File: src/clk_prog_pkg.sv
package clk_prog_pkg;

	// *************************************************************************
	// Widths and frame encoding
	// *************************************************************************

	// Selects one of the four progen lanes
	typedef logic [1:0] lane_t;

	// M or D value, the wire carries the ratio minus one
	typedef logic [7:0] ratio_t;

	// Frame command, shifted out LSB first ahead of the payload
	typedef logic [1:0] opcode_t;

	// Load D shows up on progdata as 1 then 0
	localparam opcode_t OP_LOAD_D = 2'b01;
	// Load M shows up as 1 then 1
	localparam opcode_t OP_LOAD_M = 2'b11;
	// GO frame is a single zero bit
	localparam opcode_t OP_GO = 2'b00;

	// Two opcode bits plus eight payload bits
	localparam int FRAME_BITS = 10;

	// Host command, lane plus the raw ratios
	typedef struct packed {
		lane_t  lane;
		ratio_t m;
		ratio_t d;
	} prog_cmd_t;

	// One frame as handed to the serializer
	typedef struct packed {
		lane_t   lane;
		opcode_t opcode;
		ratio_t  payload;
		logic    go;
	} frame_t;

	// Sequencer states
	typedef enum logic [2:0] {
		IDLE,
		SEND_D,
		SEND_M,
		SEND_GO,
		WAIT_LOCK,
		DONE,
		FAIL
	} seq_state_t;

endpackage
File: src/clk_prog_top.sv
`timescale 1ns/1ps

module clk_prog_top #(
	parameter int RESET_HOLD   = 32,
	parameter int LOCK_TIMEOUT = 256
) (
	input  logic                    IFCLK,
	input  logic                    rst,
	// Host side
	input  logic                    cmd_valid,
	input  clk_prog_pkg::prog_cmd_t cmd,
	input  logic                    pll_reset_req,
	output logic                    ready,
	output logic                    prog_done,
	output logic                    prog_err,
	// Generator side
	output logic [3:0]              progen,
	output logic                    progdata,
	output logic                    progclk,
	output logic                    pll_reset,
	input  logic                    progdone_inv
);

	logic                 sys_ready;
	logic                 frame_start;
	logic                 frame_end;
	clk_prog_pkg::frame_t frame;

	// Start-up delay and PLL reset hold
	clk_supervisor #(
		.RESET_HOLD(RESET_HOLD)
	) supervisor (
		.IFCLK(IFCLK),
		.rst(rst),
		.pll_reset_req(pll_reset_req),
		.pll_reset(pll_reset),
		.sys_ready(sys_ready)
	);

	// Orders D, M and GO, then waits for lock
	prog_sequencer #(
		.LOCK_TIMEOUT(LOCK_TIMEOUT)
	) sequencer (
		.IFCLK(IFCLK),
		.rst(rst),
		.sys_ready(sys_ready),
		.cmd_valid(cmd_valid),
		.cmd(cmd),
		.frame_end(frame_end),
		.progdone_inv(progdone_inv),
		.ready(ready),
		.frame_start(frame_start),
		.frame(frame),
		.prog_done(prog_done),
		.prog_err(prog_err)
	);

	// Serial program lines
	prog_serializer serializer (
		.IFCLK(IFCLK),
		.rst(rst),
		.frame_start(frame_start),
		.frame(frame),
		.progen(progen),
		.progdata(progdata),
		.progclk(progclk),
		.frame_end(frame_end)
	);

endmodule

File: src/prog_sequencer.sv
`timescale 1ns/1ps

module prog_sequencer #(
	parameter int LOCK_TIMEOUT = 256
) (
	input  logic                    IFCLK,
	input  logic                    rst,
	input  logic                    sys_ready,
	input  logic                    cmd_valid,
	input  clk_prog_pkg::prog_cmd_t cmd,
	input  logic                    frame_end,
	input  logic                    progdone_inv,
	output logic                    ready,
	output logic                    frame_start,
	output clk_prog_pkg::frame_t    frame,
	output logic                    prog_done,
	output logic                    prog_err
);

	// progen low time between frames, 2 progclk periods
	localparam int GAP_CYCLES = 4;
	// frame_end lands 2 cycles after the drop, serializer pickup takes 1 more
	localparam int GAP_WAIT = GAP_CYCLES - 3;
	localparam int GW = $clog2(GAP_CYCLES);
	localparam int LW = $clog2(LOCK_TIMEOUT + 1);

	clk_prog_pkg::seq_state_t state;
	clk_prog_pkg::ratio_t     m_r;
	logic [GW-1:0]            gap_cnt;
	logic [LW-1:0]            lock_cnt;
	logic                     accept;

	// Commands only while idle and the supervisor is done
	assign ready = sys_ready && (state == clk_prog_pkg::IDLE);
	assign accept = cmd_valid && ready;
	// One cycle in DONE gives the pulse
	assign prog_done = (state == clk_prog_pkg::DONE);

	// *************************************************************************
	// State machine
	// *************************************************************************

	always_ff @(posedge IFCLK) begin
		if (rst) begin
			state       <= clk_prog_pkg::IDLE;
			frame_start <= 1'b0;
			prog_err    <= 1'b0;
			gap_cnt     <= '0;
			lock_cnt    <= '0;
		end else begin
			frame_start <= 1'b0;
			case (state)
				clk_prog_pkg::IDLE: begin
					// D frame goes out at once
					if (accept) begin
						state       <= clk_prog_pkg::SEND_D;
						frame_start <= 1'b1;
						prog_err    <= 1'b0;
						gap_cnt     <= '0;
					end
				end
				clk_prog_pkg::SEND_D, clk_prog_pkg::SEND_M, clk_prog_pkg::SEND_GO: begin
					// Nonzero count means the frame is still held back
					if (gap_cnt != '0) begin
						gap_cnt     <= gap_cnt - 1'b1;
						frame_start <= (gap_cnt == GW'(1));
					end else if (frame_end) begin
						lock_cnt <= '0;
						if (state == clk_prog_pkg::SEND_D) begin
							state   <= clk_prog_pkg::SEND_M;
							gap_cnt <= GW'(GAP_WAIT);
						end else if (state == clk_prog_pkg::SEND_M) begin
							state   <= clk_prog_pkg::SEND_GO;
							gap_cnt <= GW'(GAP_WAIT);
						end else begin
							state <= clk_prog_pkg::WAIT_LOCK;
						end
					end
				end
				clk_prog_pkg::WAIT_LOCK: begin
					// Lock shows as progdone_inv low
					if (!progdone_inv) begin
						state <= clk_prog_pkg::DONE;
					end else if (lock_cnt == LW'(LOCK_TIMEOUT - 1)) begin
						state <= clk_prog_pkg::FAIL;
					end else begin
						lock_cnt <= lock_cnt + 1'b1;
					end
				end
				clk_prog_pkg::DONE: state <= clk_prog_pkg::IDLE;
				clk_prog_pkg::FAIL: begin
					// Error stays up until the next command
					prog_err <= 1'b1;
					state    <= clk_prog_pkg::IDLE;
				end
				default: state <= clk_prog_pkg::IDLE;
			endcase
		end
	end

	// Frame contents, the lane stays from the accepted command
	always_ff @(posedge IFCLK) begin
		if (accept) begin
			m_r           <= cmd.m;
			frame.lane    <= cmd.lane;
			frame.opcode  <= clk_prog_pkg::OP_LOAD_D;
			frame.payload <= cmd.d - 8'd1;
			frame.go      <= 1'b0;
		end else if (frame_end && state == clk_prog_pkg::SEND_D) begin
			frame.opcode  <= clk_prog_pkg::OP_LOAD_M;
			frame.payload <= m_r - 8'd1;
		end else if (frame_end && state == clk_prog_pkg::SEND_M) begin
			frame.opcode  <= clk_prog_pkg::OP_GO;
			frame.payload <= '0;
			frame.go      <= 1'b1;
		end
	end

endmodule

File: src/prog_serializer.sv
`timescale 1ns/1ps

module prog_serializer (
	input  logic                 IFCLK,
	input  logic                 rst,
	input  logic                 frame_start,
	input  clk_prog_pkg::frame_t frame,
	output logic [3:0]           progen,
	output logic                 progdata,
	output logic                 progclk,
	output logic                 frame_end
);

	localparam int FB = clk_prog_pkg::FRAME_BITS;
	localparam int CW = $clog2(FB);

	logic                 fall;
	logic                 accept;
	logic                 start_now;
	logic                 pending;
	logic                 busy;
	logic                 ending;
	clk_prog_pkg::frame_t held;
	clk_prog_pkg::frame_t cur;
	logic [FB-1:0]        word;
	logic [FB-1:0]        shreg;
	logic [CW-1:0]        bits_left;

	// Free-running progclk, half the IFCLK rate
	always_ff @(posedge IFCLK) begin
		if (rst) begin
			progclk <= 1'b0;
		end else begin
			progclk <= ~progclk;
		end
	end

	// This edge drives progclk low, the only edge where lines change
	assign fall = progclk;
	// New frames only while idle
	assign accept = frame_start && !busy && !pending;
	// Start on the strobe itself or on the next falling phase
	assign start_now = fall && (pending || accept);
	// Frame parked in held when the strobe missed a falling phase
	assign cur = pending ? held : frame;
	// Opcode first, then payload, everything LSB first
	assign word = {cur.payload, cur.opcode};

	// *************************************************************************
	// Frame control
	// *************************************************************************

	always_ff @(posedge IFCLK) begin
		if (rst) begin
			pending   <= 1'b0;
			busy      <= 1'b0;
			ending    <= 1'b0;
			frame_end <= 1'b0;
			progen    <= '0;
			progdata  <= 1'b0;
		end else begin
			// frame_end trails the progen drop by one cycle
			frame_end <= ending;
			ending    <= 1'b0;
			if (accept && !fall) begin
				pending <= 1'b1;
			end
			if (start_now) begin
				pending  <= 1'b0;
				busy     <= 1'b1;
				progen   <= 4'b0001 << cur.lane;
				progdata <= word[0];
			end else if (busy && fall) begin
				if (bits_left != '0) begin
					progdata <= shreg[0];
				end else begin
					// Last bit held a full period, release the lane
					busy     <= 1'b0;
					progen   <= '0;
					progdata <= 1'b0;
					ending   <= 1'b1;
				end
			end
		end
	end

	// Shift data path
	always_ff @(posedge IFCLK) begin
		if (accept) begin
			held <= frame;
		end
		if (start_now) begin
			shreg     <= word >> 1;
			// GO is one bit, a load frame is the full ten
			bits_left <= cur.go ? '0 : CW'(FB - 1);
		end else if (busy && fall && bits_left != '0) begin
			shreg     <= shreg >> 1;
			bits_left <= bits_left - 1'b1;
		end
	end

endmodule

File: src/clk_supervisor.sv
`timescale 1ns/1ps

module clk_supervisor #(
	parameter int RESET_HOLD = 32
) (
	input  logic IFCLK,
	input  logic rst,
	input  logic pll_reset_req,
	output logic pll_reset,
	output logic sys_ready
);

	// Counter width, must hold RESET_HOLD itself
	localparam int HW = $clog2(RESET_HOLD + 1);

	logic [3:0]    delay_line;
	logic          startup_done;
	logic [HW-1:0] hold_cnt;

	// *************************************************************************
	// Start-up delay
	// *************************************************************************

	// Fills with ones over four cycles once rst is released
	always_ff @(posedge IFCLK) begin
		if (rst) begin
			delay_line <= '0;
		end else begin
			delay_line <= {delay_line[2:0], 1'b1};
		end
	end

	// All four stages set
	assign startup_done = &delay_line;

	// *************************************************************************
	// PLL reset hold
	// *************************************************************************

	// Reloaded by rst or by a host request, then runs down to zero
	always_ff @(posedge IFCLK) begin
		if (rst || pll_reset_req) begin
			hold_cnt <= HW'(RESET_HOLD);
		end else if (hold_cnt != '0) begin
			hold_cnt <= hold_cnt - 1'b1;
		end
	end

	// High as long as the count is running
	assign pll_reset = (hold_cnt != '0);

	// Generators usable once both the delay and the hold are over
	assign sys_ready = startup_done && !pll_reset;

endmodule

File: config.mk
export PLATFORM = sky130hd
export DESIGN_NAME = clk_prog_top
export DESIGN_NICKNAME = d
export VERILOG_FILES = /design/src/clk_prog_pkg.sv /design/src/clk_prog_top.sv /design/src/prog_sequencer.sv /design/src/prog_serializer.sv /design/src/clk_supervisor.sv
export SDC_FILE = /design/constraint.sdc
export NUM_CORES = 1
export LEC_CHECK = 0
export ABC_AREA = 1
export BUFFER_PORTS_ARGS = -buffer_cell sky130_fd_sc_hd__buf_2
export CORE_MARGIN = 2
export CORE_UTILIZATION = 50
export DETAILED_ROUTE_END_ITERATION = 6
export GPL_TIMING_DRIVEN = 0
export MAX_ROUTING_LAYER = met4
export PLACE_DENSITY_LB_ADDON = 0.05
export SLEW_MARGIN = 20
export SYNTH_ARGS = -nofsm -noshare
export SYNTH_HDL_FRONTEND = slang
export SYNTH_SLANG_ARGS = --single-unit
File: constraint.sdc
create_clock -name IFCLK -period 3.9 [get_ports IFCLK]
set_input_delay 0 -clock IFCLK [delete_from_list [all_inputs] [get_ports IFCLK]]
set_output_delay 0 -clock IFCLK [all_outputs]
set_load 0.03 [all_outputs]
Word level (Yosys, flattened, before mapping)
Index checks and enable logic that the tools add are counted.
{"block": "totals", "register_bits": 83, "inputBits": 23, "output_inout_bits": 10}
{"block": "classes", "addsub": 6, "eq_ne": 17, "n_shift": 1, "mux": 45, "n_bitwise": 3, "reduce_logical": 39}
{"cell": "two-way mux 9 bit", "count": 7}
{"cell": "two-way mux 4 bit", "count": 6}
{"cell": "two-way mux 3 bit", "count": 7}
{"cell": "one-hot mux 9 bit (2 select lines)", "count": 1}
{"cell": "subtractor 8 x 1 -> 8 bit (second input constant)", "count": 2}
{"cell": "nonzero test 2 bit", "count": 7}
{"cell": "two-way mux 13 bit", "count": 1}
{"cell": "two-way mux 1 bit", "count": 12}
{"cell": "AND reduction 4 bit", "count": 3}
{"cell": "logical AND 1 bit", "count": 11}
{"cell": "two-way mux 11 bit", "count": 1}
{"cell": "two-way mux 10 bit", "count": 1}
{"cell": "two-way mux 2 bit", "count": 5}
{"cell": "adder 9 x 1 -> 9 bit (second input constant)", "count": 1}
{"cell": "equality test 3 bit (second input constant)", "count": 3}
{"cell": "equality test 9 x 8 -> 1 bit (second input constant)", "count": 1}
{"cell": "one-hot mux 3 bit (3 select lines)", "count": 1}
{"cell": "equality test 3 x 2 -> 1 bit (second input constant)", "count": 2}
{"cell": "!= test 2 x 1 -> 1 bit (second input constant)", "count": 3}
{"cell": "!= test 2 bit (second input constant)", "count": 3}
{"cell": "AND reduction 2 bit", "count": 3}
{"cell": "nonzero test 6 bit", "count": 1}
{"cell": "OR reduction 3 bit", "count": 2}
{"cell": "subtractor 6 x 1 -> 6 bit (second input constant)", "count": 1}
{"cell": "other kinds (18)", "count": 26}

Depth between registers and ports, before layout
{"block": "logic_depth", "word_depth": 7, "ltp_mapped": 14, "depth_no_buf": 14}

Modules after synthesis
A second synthesis with hierarchy kept.
{"block": "hier_totals", "cells_unflattened": 474, "hier_area_um2": 4017.6}
{"module": "prog_sequencer", "n_inst": 1, "cells_per_inst": 254, "area_per_inst_um2": 1960.6}
{"module": "prog_serializer", "n_inst": 1, "cells_per_inst": 163, "area_per_inst_um2": 1615.3}
{"module": "clk_supervisor", "n_inst": 1, "cells_per_inst": 57, "area_per_inst_um2": 441.7}

Worst setup path before layout
No wires, ideal clock.
{"block": "synth_path", "kind": "flip-flop to output port", "start": "register supervisor.hold_cnt[0]", "end": "output ready", "t_arrival_ns": 1.670, "t_required_ns": 3.900, "setup_slack_ns": 2.230, "path_stages_with_launch": 7, "n_path_buf": 0, "cell_sequence": "dfxtp_1 inv_1 ha_1 nand2_1 nor2_1 inv_1 nor3_1"}
{"block": "synth_via", "elab_chain_cells": 4}
{"item": "start, declared", "line_no": "clk_supervisor.sv:18", "source": "logic [HW-1:0] hold_cnt;"}
{"item": "start signal, assigned", "line_no": "clk_supervisor.sv:43", "source": "hold_cnt <= HW'(RESET_HOLD);"}
{"item": "start signal, assigned", "line_no": "clk_supervisor.sv:45", "source": "hold_cnt <= hold_cnt - 1'b1;"}
{"item": "nonzero test 6 bit", "line_no": "clk_supervisor.sv:50", "source": "assign pll_reset = (hold_cnt != '0);"}
{"item": "named net pll_reset", "line_no": "clk_prog_top.sv:20", "source": "output logic pll_reset,"}
{"item": "logical NOT 1 bit", "line_no": "clk_supervisor.sv:53", "source": "assign sys_ready = startup_done && !pll_reset;"}
{"item": "logical AND 1 bit", "line_no": "clk_supervisor.sv:53"}
{"item": "logical AND 1 bit", "line_no": "prog_sequencer.sv:34", "source": "assign ready = sys_ready && (state == clk_prog_pkg::IDLE);"}
{"item": "end, declared", "line_no": "clk_prog_top.sv:13", "source": "output logic ready,"}
The timed path passes the listed nets, and every way through them passes these cells.

Final worst setup path
{"block": "layout_path", "start": "register serializer.pending", "end": "register serializer.held[12] (netlist bit) (enable)"}
{"block": "layout_via", "elab_chain_cells": 2}
{"item": "start, declared", "line_no": "prog_serializer.sv:20", "source": "logic pending;"}
{"item": "start signal, assigned", "line_no": "prog_serializer.sv:55", "source": "pending <= 1'b0;"}
{"item": "start signal, assigned", "line_no": "prog_serializer.sv:66", "source": "pending <= 1'b1;"}
{"item": "start signal, assigned", "line_no": "prog_serializer.sv:69", "source": "pending <= 1'b0;"}
{"item": "logical NOT 1 bit", "line_no": "prog_serializer.sv:41", "source": "assign accept = frame_start && !busy && !pending;"}
{"item": "logical AND 1 bit", "line_no": "prog_serializer.sv:41"}
{"item": "named net serializer.accept", "line_no": "prog_serializer.sv:18", "source": "logic accept;"}
{"item": "end signal, assigned", "line_no": "prog_serializer.sv:90", "source": "held <= frame;"}
{"item": "end, declared", "line_no": "prog_serializer.sv:23", "source": "clk_prog_pkg::frame_t held;"}
The timed path passes the listed nets, and every way through them passes these cells.
A chain may end at the register's enable or synchronous reset.

==> impl_metrics.csv <==
group,metric,value,unit
floorplan,start_util,52.4,%
placed_design,preCtsSetupSlack,2.03,ns
critical_path,reg2reg_from,"serializer.pending$_SDFFE_PP0P_",
global_routing,grt_usage,19.3,%
sta,final_skew,0.00769,ns
cells_and_area,diodes,0,
min_path,worst_hold_path.num_cells,3,
clock_network,post-cts-setup-buffer-count,0,
cells_and_area,utilization,60.3,%
clock_network,cts_made_buffers,9,
clock_network,clock_insertion_delay_worst_skew,0.34,ns
floorplan,core_region_area,7330,µm²
placed_design,buffer_ports.inserted,32,
clock_network,root_buffer,"sky130_fd_sc_hd__clkbuf_8",
sta,max_slew.worst_pin.slew,1.12,ns
critical_path,cp-end-kind,"flop",
yosys,ys_warn_count,0,
floorplan,fp.dieArea,8400,µm²
floorplan,row_count,31,
run,max-cap-violations,0,
routing,dr.first_iter.drc_count,191,
yosys,netlist_instances,441,
cells_and_area,final_cell_count_no_fill,601,
routing,vias_per_cell,4.84,
critical_path,worstReg2RegEnd,"serializer.held[12]$_DFFE_PP_",
cells_and_area,postLayoutCellArea,4420,µm²
cells_and_area,layout-drive-gt1-share,15.3,%
min_path,hold_class,"in -> reg",
routing,detail_route.wl_per_cell,11.9,µm
clock_network,cts_tree,"built",
yosys,post_synth.cell_area_avg,8.72,µm²
yosys,dominant_cells_by_area_after_synthesis,"sky130_fd_sc_hd__edfxtp_1 34%, sky130_fd_sc_hd__dfxtp_1 20%, sky130_fd_sc_hd__nand2_1 9.3%, sky130_fd_sc_hd__inv_1 5.6%, sky130_fd_sc_hd__nor2_1 5.3%",
cells_and_area,area_growth_syn_to_layout,15.0,%
yosys,number_of_register_bits_inferred_by_synthesis,83,
sta,rsz_0062_raised_after_global_routing,"false",
critical_path,crit_path_from,"serializer.pending$_SDFFE_PP0P_",
power,pwr_cell_area,465,nW/µm²
critical_path,worstPathArrival,1.83,ns
yosys,netlist.area_leader.share,34.4,%
yosys,post_synth_num_cell_types,37,
sta,finalSetupTns,0,ns
floorplan,floorplan.die.height,91.7,µm
global_routing,gr-total-overflow,0,
critical_path,worst_r2r_path_depth,2,
critical_path,worstSetupStartpointType,"flop",
critical_path,timing.reg2reg.setup_slack,2.03,ns
power,vdd_ir_drop_max,0.347,mV
clock_network,clkSinkCount,83,
run_status,run_status,"finished clean",
clock_network,ctsLongestPathBuffers,2,
critical_path,setup.worst_path.class,"reg -> reg",
sta,setup_viol,0,
min_path,hp-start,"cmd[7]",
routing,first_pass_drt_iterations,4,
yosys,netlist_area,3840,µm²
routing,detailroute.via_count,2910,
placed_design,place.detailed.hpwl,5200,µm
sta,final.period_utilization,48.0,%
placed_design,gp_routability_congestion,0.886,
sta,slew_headroom,24.9,%
yosys,seq_area_frac_synth,54.7,%
sta,drv_slew,0,
sta,timing.final.ws_setup,2.03,ns
global_routing,grt_start_max_net_pins,15,
placed_design,detailed_place.area,4130,µm²
min_path,worst_hold_endpoint,"sequencer.frame[8]$_DFFE_PP_",
global_routing,first_global_vias,2924,
power,static-leakage-power,0.00189,µW
yosys,yosys.area.top_type,"sky130_fd_sc_hd__edfxtp_1",
clock_network,cts_htree_levels,3,
clock_network,clk_transition_reported_paths,0.08,ns
critical_path,required_time_reported_for_the_critical_path_endpoint,3.86,ns
routing,drtAntennaViolNets,0,
critical_path,top_fanout_value_on_the_critical_path,13,
yosys,synth.net_count,471,
sta,maxClockFrequency,535,MHz
cells_and_area,finish.net_count,527,
floorplan,num_ports,33,
global_routing,antenna_found_initial,0,
placed_design,place_inst,572,
floorplan,die_x,91.7,µm
routing,routed_wirelength,7130,µm
routing,detail_route.drc_violations,0,
sta,hold_viol,0,
sta,period_minus_slack,1.87,ns
global_routing,global_route_wire_length_before_repair,12700,µm
[where the power goes]
group          internal [µW]  switching (µW)  total, µW
Combinational            170             351        522
Sequential               975            34.6       1010
Clock                    230             296        526
[synth_stat cells, drive strengths merged]
master	number
nor2	60
ha	7
xor2	8
or2	3
buf	5
o22ai	2
clkbuf	4
xnor2	4
nand3	34
inv	62
dfxtp	39
a21oi	24
nand2	100
nor3	4
a21o	1
nor4	2
nand4	6
edfxtp	44
a31oi	9
a21boi	1
a31o	1
o211ai	2
o21ai	17
o31ai	1
o21a	1
[logic make-up after synthesis]
group | synth area share [%]
xor+xnor | 2.73
compound gates | 8.72
simple gates | 24.1
flops | 54.7
fa+ha+maj | 2.28
buf+inv | 7.45
[worst max-delay path, cell delays in order (launching register included)]
cell                       delay [ns]
sky130_fd_sc_hd__dfxtp_1         0.34
sky130_fd_sc_hd__clkbuf_1        0.24
sky130_fd_sc_hd__nor2_1          0.92
[area by class of cell]
type	instances	area (µm²)
buffer	9	48.8
clock buffer	11	131
clock inverter	5	31.3
fill	634	2910
inverter	62	238
multi-input combinational	287	1460
sequential	83	2100
tap	99	124
timing repair buffer	45	290
[registers in the layout, summed over array words and instances, names as in the netlist, 2 cells and up]
signal and count:
sequencer.m_r 8, serializer.progen 4, sequencer.frame 13, sequencer.gap_cnt 2
serializer.bits_left 4, serializer.shreg 9, supervisor.delay_line 4, serializer.held 13
supervisor.hold_cnt 6, sequencer.state 3, sequencer.lock_cnt 9
[stage by stage]
stage / hold slack (ns) / total power (µW)
after floorplan: 0.0747 / 1430
after global placement: 0.179 / 1530
after detailed placement: 0.179 / 1540
after CTS: 0.0275 / 2080
after global routing: 0.0545 / 2200
final: 0.0404 / 2060
[layer usage]
metal	share of wire, %	GRT usage (%)	vias to the layer above	routed length (µm)
met5	0	-	-	0
met4	1.3	6.19	0	95
met3	2.6	2.79	10	188
met2	47	31.6	43	3370
met1	49	24.8	1295	3480
li1	-	-	1562	-
[timing repair]
action,CTS,global route
hold buffers,13,0
gates resized for setup,0,0
endpoints found under the hold margin,18,0
[cell usage in the layout, fill, tap and decap left out, types with 8 or more instances in the layout]
| master | count |
|---|---|
| sky130_fd_sc_hd__a31oi_1 | 9 |
| sky130_fd_sc_hd__edfxtp_1 | 44 |
| sky130_fd_sc_hd__o21ai_0 | 13 |
| sky130_fd_sc_hd__dfxtp_1 | 39 |
| sky130_fd_sc_hd__clkbuf_8 | 9 |
| sky130_fd_sc_hd__inv_1 | 57 |
| sky130_fd_sc_hd__xor2_1 | 8 |
| sky130_fd_sc_hd__nand3_1 | 30 |
| sky130_fd_sc_hd__nand2_1 | 95 |
| sky130_fd_sc_hd__buf_2 | 35 |
| sky130_fd_sc_hd__dlygate4sd3_1 | 13 |
| sky130_fd_sc_hd__nor2_1 | 54 |
| sky130_fd_sc_hd__a21oi_1 | 23 |
[worst max-delay path by stage]
stage / end / slack [ns] / cells after the start
global placement: serializer.held[4]$_DFFE_PP_ / 2.04 / 2
global route: sequencer.lock_cnt[8]$_SDFFE_PP0P_ / 1.81 / 13
finish: serializer.held[12]$_DFFE_PP_ / 2.03 / 2
CTS: sequencer.lock_cnt[8]$_SDFFE_PP0P_ / 2.02 / 13
floorplan: ready / 2.23 / 6
detailed placement: sequencer.lock_cnt[8]$_SDFFE_PP0P_ / 2.03 / 13
(Power assumes the default switching activity.)
